<file path="config.mk">
export PLATFORM = sky130hd
export DESIGN_NAME = host_port
export DESIGN_NICKNAME = d
export VERILOG_FILES = /design/src/rtl/dma_pkg.sv /design/src/rtl/host_port.sv
export SDC_FILE = /design/constraint.sdc
export NUM_CORES = 1
export LEC_CHECK = 0
export BUFFER_PORTS_ARGS = -buffer_cell sky130_fd_sc_hd__buf_2
export CORE_ASPECT_RATIO = 1.4
export CORE_MARGIN = 5
export CORE_UTILIZATION = 38
export CTS_BUF_LIST = sky130_fd_sc_hd__clkbuf_8
export DETAILED_ROUTE_END_ITERATION = 10
export GPL_TIMING_DRIVEN = 1
export PLACE_DENSITY = 0.78
export SYNTH_ARGS = -nofsm -noshare
export SYNTH_HDL_FRONTEND = slang
export SYNTH_SLANG_ARGS = --single-unit
</file>
<file path="constraint.sdc">
create_clock -name clk -period 2.79 [get_ports clk]
set_input_delay 0.1395 -clock clk [delete_from_list [all_inputs] [get_ports clk]]
set_output_delay 0.1395 -clock clk [all_outputs]
set_load 0.01 [all_outputs]
</file>
<file path="src/rtl/dma_pkg.sv">
package dma_pkg;

    // bus widths
    localparam int ADDR_BITS = 32;
    localparam int DATA_BITS = 32;
    // len field holds beats minus one
    localparam int LEN_BITS = 8;

    localparam int MAX_BURST = 16;
    localparam int BURST_BYTES = MAX_BURST * 4;

    localparam int MEM_WORDS = 1024;
    localparam int MEM_ADDR_BITS = $clog2(MEM_WORDS);

    // shared by ar and aw
    typedef struct packed {
        logic                 valid;
        logic [ADDR_BITS-1:0] addr;
        logic [LEN_BITS-1:0]  len;
    } addr_chan_t;

    typedef struct packed {
        logic                 valid;
        logic [DATA_BITS-1:0] data;
        logic                 last;
    } rdata_chan_t;

    typedef struct packed {
        logic                 valid;
        logic [DATA_BITS-1:0] data;
        logic                 last;
    } wdata_chan_t;

    // every response is okay, so only valid travels
    typedef struct packed {
        logic valid;
    } bresp_chan_t;

    typedef struct packed {
        addr_chan_t  ar;
        addr_chan_t  aw;
        wdata_chan_t w;
        logic        rready;
        logic        bready;
    } m2s_t;

    typedef struct packed {
        logic        arready;
        logic        awready;
        logic        wready;
        rdata_chan_t r;
        bresp_chan_t b;
    } s2m_t;

    typedef enum logic [2:0] {
        IDLE, CHECK, AR_CH, AW_CH, BUSY, B_CH, FIN
    } dma_state_e;

    typedef enum logic [1:0] {
        H_IDLE, H_ADDR, H_DATA, H_RESP
    } host_state_e;

    typedef enum logic [1:0] {
        NONE, DMA, HOST
    } arb_owner_e;

endpackage

</file>
<file path="src/rtl/host_port.sv">
`timescale 1ns/100ps

module host_port (
    input  logic                          clk,
    input  logic                          rst,
    input  logic                          host_req_i,
    input  logic                          host_we_i,
    input  logic [dma_pkg::ADDR_BITS-1:0] host_addr_i,
    input  logic [dma_pkg::DATA_BITS-1:0] host_wdata_i,
    output logic [dma_pkg::DATA_BITS-1:0] host_rdata_o,
    output logic                          host_done_o,
    input  dma_pkg::s2m_t                 bus_i,
    output dma_pkg::m2s_t                 bus_o
);

    dma_pkg::host_state_e state_r;

    logic                          we_r;
    logic [dma_pkg::ADDR_BITS-1:0] addr_r;
    logic [dma_pkg::DATA_BITS-1:0] wdata_r;
    logic                          rhs;
    logic                          bhs;

    assign rhs = bus_i.r.valid && bus_o.rready;
    assign bhs = bus_i.b.valid && bus_o.bready;

    always_ff @(posedge clk or posedge rst) begin
        if (rst) begin
            state_r     <= dma_pkg::H_IDLE;
            host_done_o <= 1'b0;
        end else begin
            host_done_o <= rhs || bhs;
            case (state_r)
                dma_pkg::H_IDLE: if (host_req_i) state_r <= dma_pkg::H_ADDR;
                dma_pkg::H_ADDR: begin
                    if (bus_o.aw.valid && bus_i.awready)
                        state_r <= dma_pkg::H_DATA;
                    else if (bus_o.ar.valid && bus_i.arready)
                        state_r <= dma_pkg::H_RESP;
                end
                dma_pkg::H_DATA: if (bus_i.wready) state_r <= dma_pkg::H_RESP;
                default: if (rhs || bhs) state_r <= dma_pkg::H_IDLE;
            endcase
        end
    end

    // request fields and read data
    always_ff @(posedge clk) begin
        if (state_r == dma_pkg::H_IDLE && host_req_i) begin
            we_r    <= host_we_i;
            addr_r  <= host_addr_i;
            wdata_r <= host_wdata_i;
        end
        if (rhs)
            host_rdata_o <= bus_i.r.data;
    end

    // single beats, so len is zero and every write beat is last
    always_comb begin
        bus_o.ar.valid = (state_r == dma_pkg::H_ADDR) && !we_r;
        bus_o.ar.addr  = addr_r;
        bus_o.ar.len   = '0;
        bus_o.aw.valid = (state_r == dma_pkg::H_ADDR) && we_r;
        bus_o.aw.addr  = addr_r;
        bus_o.aw.len   = '0;
        bus_o.w.valid  = (state_r == dma_pkg::H_DATA);
        bus_o.w.data   = wdata_r;
        bus_o.w.last   = 1'b1;
        bus_o.rready   = (state_r == dma_pkg::H_RESP) && !we_r;
        bus_o.bready   = (state_r == dma_pkg::H_RESP) && we_r;
    end

endmodule

</file>
==> results of run 1 <==
-- final cells by class --
cell class | count | share of cell area
Sequential cell | 100 | 0.5137
Timing Repair Buffer | 338 | 0.3781
Multi-Input combinational cell | 37 | 0.04496
Tap cell | 110 | 0.02366
Clock buffer | 9 | 0.02129
Clock inverter | 7 | 0.01441
Inverter | 6 | 0.003872
-- routing by layer --
metal  share of wire  vias to the layer above  track usage
li1                -                     1203            -
met1            0.31                     1200       0.1521
met2            0.57                      147       0.3292
met3           0.099                       17      0.06284
met4           0.020                        0      0.06387
met5               0                        -            0
-- what timing repair did --
item | CTS | global route
hold buffers | 98 | 0
endpoints found under the hold margin | 100 | 0
setup endpoints to repair | 0 | 0
-- registers in the layout, indices dropped and copies added, names as in the netlist --
name and count:
we_r 1, addr_r 32, host_rdata_o 32, host_done_o 1, wdata_r 32, state_r 2
-- kinds of logic (layout without fill, tap and decap cells) --
kind of cell / after synthesis / count (layout) / share of synthesized area
other: 2 / 17 / 0.002096
DFF: 100 / 100 / 0.8341
adders and majority gates: 5 / 5 / 0.01746
and+or+nand+nor: 8 / 8 / 0.01607
muxes: 3 / 3 / 0.009779
buffers and inverters: 55 / 360 / 0.1090
AOI/OAI and AO/OA: 4 / 4 / 0.01153
-- power by group --
part / switching [mW] / leakage, nW / internal [mW]
logic: 0.530 / 1.55 / 0.452
registers: 0.0921 / 0.926 / 1.93
clock network: 0.459 / 0.115 / 0.496
-- cell usage after synthesis --
library cell	count
a21boi_1	1
ha_1	5
mux2_4	1
and2b_2	2
inv_1	6
dfrtp_1	3
buf_4	49
a222oi_1	1
o31ai_1	1
and2_1	2
edfxtp_1	97
and2_2	2
mux2i_1	2
conb_1	2
nor2b_1	1
nand2b_1	1
o41ai_2	1
-- metrics by stage --
step | worst slack, ps | power (mW)
after CTS | 893.6 | 4.007
after floorplan | 107.7 | 2.603
final | 907.1 | 3.961
after detailed placement | 908.8 | 2.937
after global routing | 757.0 | 4.167
after global placement | 1013 | 2.888
-- worst max path at each step --
stage / end / slack, ps / cells after the start
2_1_floorplan: addr_r[0] / 110 / 3
3_3_place_gp: state_r[1] / 1010 / 6
3_5_place_dp: state_r[1] / 910 / 6
4_1_cts: state_r[1] / 890 / 6
5_1_grt: state_r[1] / 760 / 6
6_report: state_r[1] / 910 / 6
-- placed cells by master, fill, tap and decap left out --
master,netlist,final
nor2b_1,1,1
mux2_4,1,1
buf_4,49,1
clkinv_1,0,1
and2_1,2,1
and2_2,2,3
o31ai_1,1,1
buf_12,0,1
mux2i_1,2,2
o41ai_2,1,1
inv_1,6,9
bufinv_16,0,2
conb_1,2,17
buf_2,0,238
inv_6,0,1
clkbuf_8,0,9
dfrtp_1,3,3
edfxtp_1,97,97
nand2b_1,1,1
dlygate4sd3_1,0,98
a222oi_1,1,1
ha_1,5,5
and2b_2,2,2
a21boi_1,1,1
-- worst max-delay path, cell delays in order (launching register included) --
cell	delay [ps]
dfrtp_1	430
inv_1	90
ha_1	230
a21boi_1	160
a222oi_1	350
o41ai_2	190
mux2_4	320
==> results.ini, run 1 <==
[routing]
wire_per_inst_um = 16.24
vias = 2567
vias_per_cell = 4.229
drtIter0Drc = 109
antenna_left = 0
wl_mm = 9.859
firstDrtPassIters = 4
drc_errors = 0

[floorplan]
die_area_um2 = 11500
ios = 257
core_area_um2 = 9354
initial_core_util = 0.3830
die_w_um = 92.06
num_rows = 42
die_h_um = 124.9

[setup_path]
crit_start = state_r[1]
worstSetupEndpointType = flop
path_class = flop to flop
timing.rr.end = state_r[1]
cp.arrival_ps = 2130
r2r_cells = 6
rrSetupSlack_ps = 910
worstReg2RegStart = state_r[1]
worst_ep_required_time_ps = 3030
worstPathMaxFanout = 5
cp-start-kind = flop

[power_and_ir_drop]
ir_worst_vdd_uv = 556.3
power_density_nw_per_um2 = 681.0
p_leak_nw = 2.594

[placement]
place_hpwl_mm = 6.784
gp_congestion = 0.7622
post_dp_cell_area_um2 = 4628
place_inst = 493
io_buffer_count = 238

[sta]
setup_viol = 0
rsz0062_at_grt = false
slew_viol_final = 0
finalSetupTns_ps = 0
min_period_ps = 1883
clock_skew_ps = 7.817
finalHoldViolCount = 0
fmax_mhz = 531.1
worst_hold_slack_ps = 142.3
period_share = 0.6749

[logic_synthesis]
yosysSeqAreaShare = 0.8341
synth.largest_area_cell = edfxtp_1
netlist_instances = 177
ys_top_cells_by_area = edfxtp_1 81%, buf_4 10%, dfrtp_1 2.1%, ha_1 1.7%, inv_1 0.63%
avgSynthCellArea_um2 = 20.24
synth_warnings = 0
syn_area_um2 = 3582
ys_ff_latch = 100
synth_top_area_frac = 0.8131
ys_types = 17

[cts]
cts_resized = 0
tritoncts = yes
clockBufferDepth = 2
insertion_delay_ps = 360
clkSlewWorstSetupHoldPaths_ps = 90
cts_buffers = 9
cts_setup_buffers = 0
clock_sinks = 100
htree_levels = 3
cts_root_buf = clkbuf_8

[global_route]
grt_util_all_layers = 0.1687
antenna_found_initial = 0
grt_pass1_wl_mm = 14.59
grt_pass1_vias = 2820
grt_max_degree = 65
grt.overflow.total = 0

[final_layout]
fin_cells = 607
seq_area_um2 = 2988
multi_input_area_um2 = 261.5
nets = 603
design_area_um2 = 5817
n_antenna_cell = 0
fillCellCount = 696
drive_above_1_share = 0.5211
final_core_util = 0.6219
syn_to_final_growth_pct = 62.38

[job]
max-cap-violations = 0

[worst_hold_path]
hp-start = bus_i[0]
holdPathStages = 3
hold_path_class = input pin to flop
min_to = host_done_o

[run_status]
status = complete, no violations

Power figures use the tool's default switching activity.
==> inputs of run 2 (changes only) <==
- CORE_UTILIZATION: 38 -> 42
- PLACE_DENSITY: 0.78 -> 0.82
- clock period: 2.79 -> 1.9 ns (I/O delays scaled with it)
==> results.ini, run 2 (synthesized netlist as in run 1, its figures left out) <==
[run_status]
status = complete, no violations

[floorplan]
die_w_um = 88.05  ; -4.4%
die_h_um = 119.3  ; -4.5%
num_rows = 40  ; -4.8%
die_area_um2 = 10500  ; -8.6%
ios = 257  ; unchanged
core_area_um2 = 8458  ; -9.6%
initial_core_util = 0.4235  ; +0.04056

[placement]
io_buffer_count = 238  ; unchanged
place_ws_ps = -10.31  ; -919.1 ps
place_hpwl_mm = 6.964  ; +2.6%
place_inst = 488  ; -1.0%
gp_congestion = 0.7189  ; -5.7%

[setup_path]
cp_cell_sequence = inv_2 -> ha_4 -> a21boi_1 -> a222oi_1 -> o41ai_2 -> mux2_4
cp_slowest_cell = dfrtp_1
worstPathMaxFanout = 4  ; -1
path_class = flop to flop
worstSetupEndpointType = flop
cp.arrival_ps = 2070  ; -60 ps
slowest_delay_ps = 420  ; about the same
critical_path.top_delay_family = compound AO/OA/AOI/OAI gates
cp-start-kind = flop
path_buf_inv = 1  ; unchanged
worst_ep_required_time_ps = 2140  ; -890 ps

[cts]
tritoncts = yes
clock_sinks = 100  ; unchanged
insertion_delay_ps = 350  ; about the same
clockBufferDepth = 2  ; unchanged
cts_buffers = 9  ; unchanged
htree_levels = 3  ; unchanged
clkSlewWorstSetupHoldPaths_ps = 90  ; about the same
cts_root_buf = clkbuf_8

[sta]
min_period_ps = 1833  ; -50.31 ps
fmax_mhz = 545.7  ; +2.7%
finalHoldViolCount = 0  ; unchanged
slew_viol_final = 0  ; unchanged
setup_viol = 0  ; unchanged
rsz0062_at_grt = true
period_share = 0.9645  ; +0.2896
clock_skew_ps = 5.189  ; -2.628 ps
fin_ws_ps = 67.44  ; -839.7 ps
worst_hold_slack_ps = 137.0  ; -5.334 ps

[global_route]
antenna_found_initial = 0  ; unchanged
use_met1 = 0.1739  ; +0.02185
grt.overflow.total = 0  ; unchanged
use_met2 = 0.3844  ; +0.05526
busiest_layer = met2
grt_util_all_layers = 0.1926  ; +0.02394
met3_usage = 0.05467  ; -0.008169
grt_pass1_wl_mm = 14.87  ; +1.9%
grt_max_degree = 35  ; -46%
grt_pass1_vias = 2821  ; +0.035%

[power_and_ir_drop]
p_leak_nw = 2.608  ; +0.53%
power_density_nw_per_um2 = 1020  ; +50%
ir_worst_vdd_uv = 747.4  ; +34%

[final_layout]
layout_commonest_cell = buf_2
fin_cells = 605  ; -0.33%
drive_above_1_share = 0.5380  ; +0.01687
nets = 606  ; +0.50%
fillCellCount = 536  ; -23%
syn_to_final_growth_pct = 63.92
reg_top3 = addr_r (32), host_rdata_o (32), wdata_r (32)
n_antenna_cell = 0  ; unchanged
multi_input_area_um2 = 280.3  ; +7.2%
final_core_util = 0.6942  ; +0.07237
seq_area_um2 = 2989  ; about the same
final_cell_mix = 238 x buf_2, 98 x dlygate4sd3_1, 97 x edfxtp_1

[routing]
drc_errors = 0  ; unchanged
wire_per_inst_um = 17.40  ; +7.1%
vias = 2644  ; +3.0%
wl_mm = 10.53  ; +6.8%
drtIter0Drc = 131  ; +20%
firstDrtPassIters = 4  ; unchanged
vias_per_cell = 4.370  ; +3.3%
antenna_left = 0  ; unchanged

[worst_hold_path]
hold_path_class = input pin to flop

[job]
max-cap-violations = 0  ; unchanged

==> run 2: cell count changes in the layout (fill, tap and decap cells not counted), moves of 2 or more <==
| cell | before | now |
|---|---|---|
| inv_1 | 9 | 6 |
| and2_4 | 0 | 2 |
| buf_4 | 1 | 3 |
| ha_1 | 5 | 3 |
==> run 2: worst register-to-register path, cell delays in order (launching register included) <==
cell	delay (ps)
dfrtp_1	420
inv_2	70
ha_4	170
a21boi_1	150
a222oi_1	400
o41ai_2	190
mux2_4	320
==> run 2: path summary, 6_finish.rpt <==
kind                            depth (start not counted)  slack (ps)  startpoint     endpoint
worst max-delay path                                    6          70  state_r[1]   state_r[1]
worst min-delay path                                    3         140   bus_i[34]  host_done_o
worst max register to register                          6          70  state_r[1]   state_r[1]
worst min register to register                          2         680  state_r[0]   state_r[0]
max in group asynchronous                               3        1570         rst   state_r[0]
min in group asynchronous                               3         170         rst  host_done_o
==> run 2: layout make-up <==
| cell class | count | area share |
|---|---|---|
| clock buffer | 9 | 0.02110 |
| clock inverter | 7 | 0.01534 |
| inverter | 6 | 0.003836 |
| multi-input combinational | 37 | 0.04773 |
| sequential | 100 | 0.5091 |
| tap | 105 | 0.02237 |
| timing repair buffer | 341 | 0.3806 |
==> run 2: where the power goes <==
group          internal (mW)  switching [mW]  total (mW)
logic                  0.752           0.835        1.59
clock network          0.741           0.694        1.43
registers               2.84           0.131        2.97
==> run 2: stage by stage <==
step / setup TNS (ps) / power (mW) / cell area [um2]
final: 0 / 5.990 / 5872
after detailed placement: -10.31 / 4.338 / 4637
after floorplan: 0 / 3.811 / 3642
after CTS: 0 / 5.971 / 5847
after global placement: 0 / 4.267 / 4637
after global routing: -45.05 / 6.278 / 5872
==> run 2: per-layer routing <==
layer,share of wire,up-vias
li1,-,1212
met1,0.30,1256
met2,0.58,154
met3,0.098,22
met4,0.023,0
met5,0,-
==> run 2: timing repair <==
action / CTS / global route
resized for setup: 0 / 6
hold buffers: 98 / 0
endpoints found under the hold margin: 100 / 0
setup buffers: 2 / 1
pin swaps: 1 / 1
setup endpoints to repair: 1 / 15
