--- src/rtl/dma_pkg.sv ---
package dma_pkg;

    // bus widths
    localparam int ADDR_BITS = 32;
    localparam int DATA_BITS = 32;
    // len field holds beats minus one
    localparam int LEN_BITS = 8;

    localparam int MAX_BURST = 16;
    localparam int BURST_BYTES = MAX_BURST * 4;

    localparam int MEM_WORDS = 1024;
    localparam int MEM_ADDR_BITS = $clog2(MEM_WORDS);

    // shared by ar and aw
    typedef struct packed {
        logic                 valid;
        logic [ADDR_BITS-1:0] addr;
        logic [LEN_BITS-1:0]  len;
    } addr_chan_t;

    typedef struct packed {
        logic                 valid;
        logic [DATA_BITS-1:0] data;
        logic                 last;
    } rdata_chan_t;

    typedef struct packed {
        logic                 valid;
        logic [DATA_BITS-1:0] data;
        logic                 last;
    } wdata_chan_t;

    // every response is okay, so only valid travels
    typedef struct packed {
        logic valid;
    } bresp_chan_t;

    typedef struct packed {
        addr_chan_t  ar;
        addr_chan_t  aw;
        wdata_chan_t w;
        logic        rready;
        logic        bready;
    } m2s_t;

    typedef struct packed {
        logic        arready;
        logic        awready;
        logic        wready;
        rdata_chan_t r;
        bresp_chan_t b;
    } s2m_t;

    typedef enum logic [2:0] {
        IDLE, CHECK, AR_CH, AW_CH, BUSY, B_CH, FIN
    } dma_state_e;

    typedef enum logic [1:0] {
        H_IDLE, H_ADDR, H_DATA, H_RESP
    } host_state_e;

    typedef enum logic [1:0] {
        NONE, DMA, HOST
    } arb_owner_e;

endpackage

--- src/rtl/bus_arbiter.sv ---
`timescale 1ns/100ps

module bus_arbiter (
    input  logic          clk,
    input  logic          rst,
    input  dma_pkg::m2s_t dma_i,
    output dma_pkg::s2m_t dma_o,
    input  dma_pkg::m2s_t host_i,
    output dma_pkg::s2m_t host_o,
    output dma_pkg::m2s_t mem_o,
    input  dma_pkg::s2m_t mem_i
);

    dma_pkg::arb_owner_e owner_r;

    // dma holds the most recent grant
    logic last_dma_r;
    logic aw_seen_r;
    logic dma_req;
    logic host_req;
    logic rd_done;
    logic release_own;

    assign dma_req  = dma_i.ar.valid || dma_i.aw.valid;
    assign host_req = host_i.ar.valid || host_i.aw.valid;

    // a read-only transaction ends on its last r beat
    assign rd_done = mem_i.r.valid && mem_o.rready && mem_i.r.last
                  && !aw_seen_r && !mem_o.aw.valid;
    assign release_own = (mem_i.b.valid && mem_o.bready) || rd_done;

    always_ff @(posedge clk or posedge rst) begin
        if (rst) begin
            owner_r    <= dma_pkg::NONE;
            last_dma_r <= 1'b0;
            aw_seen_r  <= 1'b0;
        end else if (owner_r == dma_pkg::NONE) begin
            // tie goes to the master granted less recently
            if (dma_req && (!host_req || !last_dma_r)) begin
                owner_r    <= dma_pkg::DMA;
                last_dma_r <= 1'b1;
            end else if (host_req) begin
                owner_r    <= dma_pkg::HOST;
                last_dma_r <= 1'b0;
            end
        end else if (release_own) begin
            owner_r   <= dma_pkg::NONE;
            aw_seen_r <= 1'b0;
        end else if (mem_o.aw.valid && mem_i.awready) begin
            aw_seen_r <= 1'b1;
        end
    end

    // non-owner sees an idle bus
    always_comb begin
        mem_o  = '0;
        dma_o  = '0;
        host_o = '0;
        case (owner_r)
            dma_pkg::DMA: begin
                mem_o = dma_i;
                dma_o = mem_i;
            end
            dma_pkg::HOST: begin
                mem_o  = host_i;
                host_o = mem_i;
            end
            default: begin
                mem_o = '0;
            end
        endcase
    end

endmodule

--- config.mk ---
export PLATFORM = sky130hd
export DESIGN_NAME = bus_arbiter
export DESIGN_NICKNAME = d
export VERILOG_FILES = /design/src/rtl/dma_pkg.sv /design/src/rtl/bus_arbiter.sv
export SDC_FILE = /design/constraint.sdc
export NUM_CORES = 1
export LEC_CHECK = 0
export BUFFER_PORTS_ARGS = -buffer_cell sky130_fd_sc_hd__buf_4
export CORE_AREA = 2 2 181 183
export DETAILED_ROUTE_END_ITERATION = 12
export DIE_AREA = 0 0 183 185
export PLACE_DENSITY = 0.41
export SYNTH_ARGS = -nofsm -noshare
export SYNTH_HDL_FRONTEND = slang
export SYNTH_SLANG_ARGS = --single-unit
--- constraint.sdc ---
create_clock -name clk -period 1.84 [get_ports clk]
set_input_delay 0.184 -clock clk [delete_from_list [all_inputs] [get_ports clk]]
set_output_delay 0.184 -clock clk [all_outputs]
set_load 0.05 [all_outputs]
==> run_results.csv, run 1 <==
group,metric,value,unit
logic_synthesis,synth.area.top_cells,"a22oi_1 34%, nor2b_1 28%, and2_1 18%",
logic_synthesis,netlist_instances,387,
power_and_ir_drop,p_total,0.0209,W
placed_design,globalplace.congestion,0.722,
grt,grt_pass1_wl,34900,um
placed_design,hpwlAfterDp,18700,um
cts,cts_tree,"yes",
timing,hold_viol_final,0,
cts,numCtsBuffers,3,
floorplan,core,0.0320,mm2
grt,antenna_found_initial,1,
worst_setup_path,cp_num_buf_inv,5,
final_layout,n_antenna_cell,0,
cts,htree_num_levels,1,
grt,grt_pass1_vias,5118,
logic_synthesis,syn-cell-area,0.00260,mm2
logic_synthesis,synth_xor_xnor_area_share,0,%
floorplan,fp.dieH,185,um
detailed_routing,routed_wl,28300,um
worst_setup_path,worstPathCellList,"inv_2 > ha_4 > buf_4 > buf_12 > clkbuf_16 > a22oi_2 > nor2b_2 > buf_6",
worst_setup_path,cp-start-kind,"register",
detailed_routing,viasPerCell,3.98,
cts,clk_latency,230,ps
timing,tightest_slew,298,ps
logic_synthesis,synth.ff_latch_count,4,
detailed_routing,dr.first_iter.drc_count,118,
worst_setup_path,worstSetupPathType,"register to primary output",
timing,min_period,1990,ps
grt,grt_usage,14.2,%
grt,grt_max_degree,50,
logic_synthesis,synth_nets,666,
cts,clock-sinks,4,
detailed_routing,vias,5124,
logic_synthesis,synthMuxAreaShare,0,%
final_layout,syn2layout_area_growth,278,%
timing,report.final.slew_viol_count,0,
worst_setup_path,crit_family,"buffers and inverters",
cts,root_buffer,"clkbuf_16",
timing,rsz0062_at_grt,"true",
logic_synthesis,synthAdderAreaFrac,1.44,%
logic_synthesis,yosysTopAreaCell,"a22oi_1",
timing,fmax,503,MHz
floorplan,row_count,66,
worst_setup_path,cp_max_fo,12,
grt,grt-ovfl-total,0,
final_layout,drive_gt1_share,91.4,%
detailed_routing,dr.pass1.iters,4,
logic_synthesis,synthSimpleGateAreaFrac,49.6,%
detailed_routing,drcViolationCount,0,
logic_synthesis,syn_avg_cell_area,6.72,um2
final_layout,final_cell_mix,"294 x buf_4, 138 x buf_6, 97 x a22oi_2, 75 x nor2b_2, 61 x buf_8",
logic_synthesis,synth_compound_area_share,36.4,%
final_layout,mostFrequentLayoutCell,"buf_4",
run,maxCapViolations,0,
timing,fin_setup_tns,-9390,ps
detailed_routing,wl_per_cell,21.9,um
detailed_routing,ant_nets,0,
timing,setup_viol_count_final,160,
power_and_ir_drop,vdd_drop_max,0.884,mV
floorplan,dieArea,0.0339,mm2
logic_synthesis,synth_top_family_by_area,"simple AND/OR/NAND/NOR gates",
floorplan,die_w,183,um
outcome,violations,"negative setup slack",
worst_setup_path,cpPeakStageDelay,410,ps
outcome,status,"complete, but fails checks",
timing,finClkSkew,4.70,ps
worst_setup_path,crit_path_top_delay_cell,"dfrtp_1",
placed_design,dp_slack,-11.5,ps
floorplan,io_pins,470,
placed_design,port_buffers,469,
logic_synthesis,yosysSeqAreaShare,3.85,%
power_and_ir_drop,cellPowerDensity,2130,mW/mm2
logic_synthesis,synth.top_cell.area_share,33.5,%
worst_setup_path,worstPathRequired,1660,ps
worst_setup_path,critPathArrivalTime,1800,ps
cts,path_clk_slew,30,ps
power_and_ir_drop,p_leak,4.31,nW
worst_setup_path,worstSetupEndpointType,"primary output",
final_layout,nNetsFinal,1161,
floorplan,initial_core_util,8.11,%
timing,final.setup.worst_slack,-148,ps
logic_synthesis,synth_cell_type_count,23,
logic_synthesis,yosysWarnings,0,
timing,relSlewSlack,80.2,%
timing,fin_crit_sh,108,%
min_path,hold_class,"input port to register",
cts,clockBufferDepth,2,
-- worst reg2reg max path: cells and delay by family (launching register included) --
family / cells / cell delay, ps
buf+inv: 5 / 690
flops: 1 / 410
simple gates: 2 / 290
compound gates: 2 / 190
fa+ha+maj: 1 / 180
-- layout make-up --
class | count | area [um2]
well taps | 408 | 510
flip-flops and latches | 4 | 100
clock buffers | 3 | 75.1
fillers | 3340 | 22200
repair buffers | 537 | 5720
multi-input cells | 332 | 3400
inverters | 4 | 15.0
-- per-layer routing --
layer  global-route usage, %  up-vias  routed length, um
met2                    28.4      300              15200
met1                    16.3     2443              10900
met5                       0        -                  0
met3                    1.97       15               1820
li1                        -     2366                  -
met4                    1.18        0                361
-- sequential cells by signal, summed over array words and instances, names as in the netlist --
name / flops
owner_r: 2
aw_seen_r: 1
last_dma_r: 1
-- repair_timing --
item	CTS	global route
gates cloned	17	13
hold buffers	1	0
endpoints found under the hold margin	4	0
setup buffers	18	7
gates resized for setup	300	166
endpoints found under the setup margin	168	197
pin swaps	17	13
-- kinds of logic after synthesis --
kind of cell	count (synthesis)
AOI/OAI and AO/OA	124
adders and majority gates	3
buffers and inverters	51
DFF	4
and+or+nand+nor	205
-- cells in the mapped netlist (all sizes together) --
cell and instances:
a22oi 118, nor2b 118, and2 76, buf 27
clkbuf 20, dfrtp 4, inv 4, nand2 4
ha 3, a21oi 2, nor2 2, a211oi 1
a21boi 1, a31oi 1, and3b 1, nand3b 1
nand4 1, nand4b 1, o311ai 1, or2 1
-- power breakdown --
| part | leakage [nW] | total (W) | internal [W] | switching (W) |
|---|---|---|---|---|
| Combinational | 4.23 | 0.0204 | 0.00930 | 0.0111 |
| Sequential | 0.0492 | 0.000167 | 0.000132 | 0.0000344 |
| Clock | 0.0370 | 0.000342 | 0.000278 | 0.0000641 |
-- per-stage QoR --
step	cells	area [um2]	hold slack [ps]	util, %
3_3_place_gp	1235	6990	96.4	21.8
6_report	1288	9830	271	30.7
3_5_place_dp	1235	6990	91.5	21.8
2_1_floorplan	387	2890	-49.9	-
4_1_cts	1274	9030	277	28.2
5_1_grt	1288	9830	304	30.7
-- path summary, 6_finish.rpt --
check,startpoint,slack (ps),end,cells after the start
setup / recovery,owner_r[0],-150,mem_o[75],8
hold / removal,mem_i[36],270,aw_seen_r,3
setup reg to reg,owner_r[0],-80,owner_r[0],10
hold reg to reg,last_dma_r,480,last_dma_r,2
max in group asynchronous,rst,1260,owner_r[1],3
min in group asynchronous,rst,410,last_dma_r,3
Note: power is estimated with default switching activity, not from simulation.
==> run 2, diff against run 1 <==
--- a/config.mk
+++ b/config.mk
@@ -5,6 +5,7 @@
 export SDC_FILE = /design/constraint.sdc
 export NUM_CORES = 1
 export LEC_CHECK = 0
+export ABC_AREA = 1
 export BUFFER_PORTS_ARGS = -buffer_cell sky130_fd_sc_hd__buf_4
 export CORE_AREA = 2 2 181 183
 export DETAILED_ROUTE_END_ITERATION = 12
==> run 2 against run 1 <==
The flow still finishes with violations (negative setup slack). Largest power group unchanged. Synthesized cell count up 52%. Critical path type unchanged. Global-route usage is 2.3 points lower. Cell area is 16% lower. Total power decreased by 17%. Register-to-register slack improved by 100 ps. Via count increased by 8.4%. Die area stayed put. Sequential share of layout area is 0.19 points higher.
==> run_results.csv, run 2 <==
group,metric,value,unit
power_and_ir_drop,cellPowerDensity,2100,mW/mm2
worst_setup_path,timing.critical_path.mode_cell,"buf_4",
floorplan,core,0.0320,mm2
worst_setup_path,crit_family,"buffers and inverters",
min_path,hp-start,"mem_i[36]",
final_layout,largestRegisters,"owner_r (2), aw_seen_r (1), last_dma_r (1)",
logic_synthesis,synth_top_family_by_area,"simple AND/OR/NAND/NOR gates",
detailed_routing,vias,5553,
detailed_routing,routed_wl,22600,um
timing,final.setup.worst_slack,-93.8,ps
grt,grt_pass1_vias,5449,
logic_synthesis,synthMuxAreaShare,0,%
logic_synthesis,synth_nets,869,
timing,min_period,1930,ps
timing,fmax,517,MHz
cts,root_buffer,"clkbuf_16",
worst_setup_path,critPathArrivalTime,1750,ps
timing,rsz0062_at_grt,"true",
detailed_routing,viasPerCell,3.74,
cts,clk_latency,220,ps
worst_setup_path,cp_max_fo,12,
timing,finClkSkew,0.473,ps
logic_synthesis,async_reset_ff_share,100,%
logic_synthesis,yosysWarnings,0,
grt,antenna_found_initial,1,
logic_synthesis,synth_most_common_cell,"nand2_1",
placed_design,port_buffers,469,
timing,whs,287,ps
final_layout,mostFrequentLayoutCell,"buf_4",
worst_setup_path,path_depth,7,
grt,grt_usage,11.8,%
final_layout,largest_reg_flops,2,
cts,numCtsBuffers,3,
power_and_ir_drop,p_leak,4.37,nW
worst_setup_path,worstSetupPathType,"register to primary output",
detailed_routing,drcViolationCount,0,
run,maxCapViolations,0,
floorplan,die_w,183,um
floorplan,io_pins,470,
min_path,hold_class,"input port to register",
logic_synthesis,synth.ff_latch_count,4,
cts,cts_tree,"yes",
logic_synthesis,synth_cell_type_count,16,
final_layout,final_cell_mix,"386 x buf_4, 306 x nand2_1, 105 x buf_6, 87 x a21oi_2, 79 x inv_1",
floorplan,fp.dieH,185,um
floorplan,initial_core_util,8.10,%
placed_design,globalplace.congestion,0.751,
timing,report.final.slew_viol_count,0,
timing,setup_viol_count_final,109,
worst_setup_path,crit_path_top_delay_cell,"dfrtp_1",
worst_setup_path,ff2ff_path_depth,11,
detailed_routing,dr.pass1.iters,4,
timing,relSlewSlack,80.7,%
logic_synthesis,ys.flop_type,"dfrtp_1",
worst_setup_path,worstSetupEndpointType,"primary output",
worst_setup_path,rr_endpoint,"owner_r[1]",
logic_synthesis,synth-edff-count,0,
final_layout,fillers,3586,
logic_synthesis,synth_compound_area_share,23.2,%
final_layout,nNetsFinal,1355,
grt,grt_max_degree,30,
logic_synthesis,syn_avg_cell_area,4.40,um2
floorplan,row_count,66,
placed_design,hpwlAfterDp,16800,um
detailed_routing,wl_per_cell,15.3,um
power_and_ir_drop,p_total,0.0174,W
worst_setup_path,cp-startpoint,"owner_r[1]",
worst_setup_path,worstPathCellList,"buf_4 > ha_4 > buf_4 > bufbuf_16 > nand2_1 > a21oi_2 > buf_6",
logic_synthesis,synthAdderAreaFrac,1.45,%
outcome,violations,"negative setup slack",
logic_synthesis,yosysSeqAreaShare,3.86,%
final_layout,drive_gt1_share,60.2,%
worst_setup_path,cpPeakStageDelay,380,ps
worst_setup_path,crit_path_end,"mem_o[58]",
worst_setup_path,cp_num_buf_inv,4,
outcome,status,"complete, but fails checks",
detailed_routing,dr.first_iter.drc_count,136,
logic_synthesis,synth.top_cell.area_share,47.0,%
logic_synthesis,synthSimpleGateAreaFrac,48.6,%
grt,grt-ovfl-total,0,
logic_synthesis,yosysTopAreaCell,"nand2_1",
timing,fin_crit_sh,105,%
worst_setup_path,r2r_slack,20,ps
grt,grt_pass1_wl,30800,um
timing,hold_viol_final,0,
worst_setup_path,cp-start-kind,"register",
final_layout,top_register,"owner_r",
logic_synthesis,syn-cell-area,0.00260,mm2
cts,htree_num_levels,1,
floorplan,dieArea,0.0339,mm2
cts,clockBufferDepth,2,
cts,path_clk_slew,30,ps
logic_synthesis,synth.area.top_cells,"nand2_1 47%, a21oi_1 23%, inv_1 12%",
power_and_ir_drop,vdd_drop_max,1.05,mV
logic_synthesis,synth_xor_xnor_area_share,0,%
worst_setup_path,rr_startpoint,"owner_r[1]",
logic_synthesis,synth.top_cells.by_count,"325 x nand2_1, 117 x a21oi_1, 82 x inv_1, 27 x buf_2, 8 x buf_6",
final_layout,syn2layout_area_growth,219,%
detailed_routing,ant_nets,0,
logic_synthesis,netlist_instances,590,
worst_setup_path,worstPathRequired,1660,ps
timing,tightest_slew,286,ps
cts,clock-sinks,4,
==> run 2: changes by cell type after synthesis, moves of 76 or more <==
cell / change
nand2_1: +321
nor2b_1: -118
a21oi_1: +116
a22oi_1: -115
inv_1: +78
and2_1: -76
==> run 2: area by class of cell <==
| type | instances | area, um2 | share of cell area [%] |
|---|---|---|---|
| Antenna cell | 1 | 2.50 | 0.0302 |
| Sequential cell | 4 | 100 | 1.21 |
| Multi-Input combinational cell | 457 | 2360 | 28.5 |
| Timing Repair Buffer | 527 | 4920 | 59.4 |
| Clock buffer | 3 | 75.1 | 0.906 |
| Inverter | 83 | 319 | 3.85 |
| Tap cell | 408 | 510 | 6.16 |
==> run 2: logic make-up (layout without fill, tap and decap cells) <==
| group | after synthesis | after routing |
|---|---|---|
| and+or+nand+nor | 334 | 334 |
| buffers and inverters | 129 | 613 |
| AOI/OAI and AO/OA | 120 | 120 |
| DFF | 4 | 4 |
| adders and majority gates | 3 | 3 |
| other | 0 | 1 |
==> run 2: where the power goes <==
part           switching (W)  internal (W)  total (W)
Combinational         0.0108       0.00615     0.0169
Clock              0.0000581      0.000277   0.000335
Sequential         0.0000292      0.000134   0.000163
==> run 2: repair_timing <==
| action | in CTS | in global routing |
|---|---|---|
| pin swaps | 14 | 1 |
| endpoints found under the setup margin | 164 | 164 |
| resized for setup | 147 | 34 |
| gates cloned | 12 | 4 |
| buffers inserted | 10 | 3 |
| hold endpoints to repair | 4 | 0 |
| hold buffers | 1 | 0 |
==> run 2: worst min path at each step <==
stage	endpoint	slack, ps	cells after the start
detailed placement	last_dma_r	90	2
global route	aw_seen_r	300	3
global placement	last_dma_r	90	2
floorplan	aw_seen_r	-50	1
finish	aw_seen_r	290	3
CTS	aw_seen_r	290	3
==> run 2: stage by stage <==
step | cell area (um2) | std cells | utilization, % | setup TNS [ps] | worst slack [ps]
floorplan | 2860 | 590 | - | -10020 | -227
global placement | 6990 | 1450 | 21.8 | -65.7 | -46.5
detailed placement | 6990 | 1450 | 21.8 | -73.7 | -30.2
CTS | 8020 | 1475 | 25.0 | -4460 | -85.2
global route | 8280 | 1483 | 25.9 | -16030 | -169
finish | 8280 | 1483 | 25.9 | -3730 | -93.8
==> run 2: routing by layer <==
layer | track usage, % | vias up | routed length, um
li1 | - | 2749 | -
met5 | 0 | - | 0
met1 | 12.8 | 2477 | 8630
met2 | 23.6 | 313 | 11900
met3 | 2.12 | 14 | 1720
met4 | 2.59 | 0 | 406
==> run 2: tightest hold or removal path: cells and delay by family <==
| kind | cells | cell delay [ps] |
|---|---|---|
| simple gates | 1 | 70 |
| compound gates | 1 | 70 |
| buf+inv | 1 | 130 |
==> run 3, diff against run 2 <==
--- a/config.mk
+++ b/config.mk
@@ -11,6 +11,7 @@
 export DETAILED_ROUTE_END_ITERATION = 12
 export DIE_AREA = 0 0 183 185
 export PLACE_DENSITY = 0.41
+export SETUP_SLACK_MARGIN = 0.05
 export SYNTH_ARGS = -nofsm -noshare
 export SYNTH_HDL_FRONTEND = slang
 export SYNTH_SLANG_ARGS = --single-unit
==> run 3 against run 2 <==
The run still ends with negative setup slack left. Via count about the same. Cell area grew 3.2%. Register-to-register slack worse by 20 ps. Critical path type unchanged. Largest cell class unchanged. Largest power group unchanged.
==> run_results.csv, run 3 (same netlist as run 2, synthesis figures left out) <==
group,metric,value,unit
outcome,status,"complete, but fails checks",
outcome,violations,"negative setup slack",
placed_design,port_buffers,469,
detailed_routing,dr.pass1.iters,4,
min_path,hp-start,"mem_i[36]",
floorplan,row_count,66,
detailed_routing,drcViolationCount,0,
placed_design,hpwlAfterDp,16800,um
floorplan,die_w,183,um
placed_design,dp_slack,-30.2,ps
grt,grt_max_degree,30,
min_path,hold_class,"input port to register",
timing,final.setup.worst_slack,-93.9,ps
cts,clockBufferDepth,2,
worst_setup_path,worstSetupEndpointType,"primary output",
grt,grt_usage,11.9,%
grt,grt_pass1_wl,31000,um
timing,setup_viol_count_final,89,
final_layout,mostFrequentLayoutCell,"buf_4",
worst_setup_path,r2r_slack,0,ps
timing,fmax,517,MHz
detailed_routing,vias,5551,
detailed_routing,dr.first_iter.drc_count,121,
timing,rsz0062_at_grt,"true",
timing,hold_viol_final,0,
cts,htree_num_levels,1,
timing,relSlewSlack,80.8,%
cts,numCtsBuffers,3,
min_path,worstHoldEndpoint,"aw_seen_r",
worst_setup_path,cp_max_fo,6,
worst_setup_path,worstSetupPathType,"register to primary output",
grt,grt-ovfl-total,0,
floorplan,fp.dieH,185,um
timing,fin_setup_tns,-2040,ps
timing,finClkSkew,0.493,ps
run,maxCapViolations,0,
floorplan,initial_core_util,8.10,%
grt,antenna_found_initial,0,
cts,clk_latency,220,ps
cts,cts_tree,"yes",
final_layout,final_cell_mix,"350 x buf_4, 285 x nand2_1, 144 x buf_6, 90 x a21oi_2, 79 x inv_1",
cts,root_buffer,"clkbuf_16",
final_layout,drive_gt1_share,62.6,%
timing,report.final.slew_viol_count,0,
detailed_routing,wl_per_cell,15.5,um
timing,fin_crit_sh,105,%
timing,min_period,1930,ps
floorplan,dieArea,0.0339,mm2
detailed_routing,viasPerCell,3.74,
power_and_ir_drop,p_total,0.0177,W
grt,grt_pass1_vias,5519,
final_layout,largestRegisters,"owner_r (2), aw_seen_r (1), last_dma_r (1)",
detailed_routing,routed_wl,23000,um
timing,tightest_slew,284,ps
cts,clock-sinks,4,
final_layout,fillers,3587,
floorplan,io_pins,470,
placed_design,globalplace.congestion,0.751,
worst_setup_path,ff2ff_path_depth,12,
power_and_ir_drop,cellPowerDensity,2070,mW/mm2
power_and_ir_drop,vdd_drop_max,1.08,mV
worst_setup_path,cp-start-kind,"register",
final_layout,largest_reg_flops,2,
final_layout,nNetsFinal,1357,
worst_setup_path,rr_startpoint,"owner_r[1]",
power_and_ir_drop,p_leak,4.46,nW
worst_setup_path,worstPathRequired,1660,ps
final_layout,n_antenna_cell,0,
final_layout,syn2layout_area_growth,229,%
floorplan,core,0.0320,mm2
worst_setup_path,rr_endpoint,"owner_r[1]",
final_layout,top_register,"owner_r",
min_path,min_path_cells,3,
worst_setup_path,critPathArrivalTime,1750,ps
detailed_routing,ant_nets,0,
cts,path_clk_slew,30,ps
[run 3: changes by cell type in the layout (fill, tap and decap cells not counted), moves of 2 or more]
| cell | delta |
|---|---|
| nand2_4 | +8 |
| nand2_2 | +13 |
| a21oi_1 | -4 |
| clkbuf_16 | +2 |
| buf_6 | +39 |
| nand2_1 | -21 |
| a21oi_2 | +3 |
| buf_4 | -36 |
[run 3: how the worst max path moves through the flow]
stage / endpoint / start / slack (ps)
after floorplan: mem_o[100] / owner_r[0] / -230
after global placement: mem_o[93] / owner_r[1] / -50
after detailed placement: mem_o[99] / owner_r[1] / -30
after CTS: mem_o[84] / owner_r[1] / -90
after global routing: mem_o[117] / owner_r[1] / -140
final: mem_o[117] / owner_r[1] / -90
[run 3: critical path, cell delays in order, from the launching register on]
cell and delay (ps):
dfrtp_1 380, buf_4 140, ha_4 160, buf_4 130, bufbuf_16 250, nand2_1 60
a21oi_2 200, buf_6 190
[run 3: cell type report]
type	count	area (um2)	area share, %
Sequential cell	4	100	1.17
Multi-Input combinational cell	457	2470	29.0
Inverter	83	324	3.79
Timing Repair Buffer	529	5060	59.2
Clock buffer	3	75.1	0.879
Tap cell	408	510	5.97
[run 3: per-layer routing]
layer	routed length, um	track usage, %	vias to the layer above
met3	1680	2.10	14
met2	12400	23.8	298
met5	0	0	-
li1	-	-	2753
met4	378	2.05	0
met1	8590	13.0	2486
[run 3: where the power goes]
part           internal, W  leakage, nW  total (W)  switching, W
Sequential        0.000134       0.0481   0.000165     0.0000310
Clock             0.000277       0.0370   0.000335     0.0000580
Combinational      0.00629         4.38     0.0172        0.0109
[run 3: stage by stage]
| step | instance area (um2) | cells | util, % | hold slack [ps] |
|---|---|---|---|---|
| CTS | 8170 | 1475 | 25.5 | 286 |
| global route | 8540 | 1484 | 26.7 | 299 |
| floorplan | 2860 | 590 | - | -49.9 |
| finish | 8540 | 1484 | 26.7 | 289 |
| global placement | 6990 | 1450 | 21.8 | 88.7 |
| detailed placement | 6990 | 1450 | 21.8 | 87.3 |
[run 3: timing repair]
item / in CTS / in global routing
endpoints found under the setup margin: 175 / 195
gates resized for setup: 195 / 58
gates cloned: 11 / 6
hold endpoints to repair: 4 / 0
setup buffers: 10 / 4
hold buffers: 1 / 0
pin swaps: 14 / 12
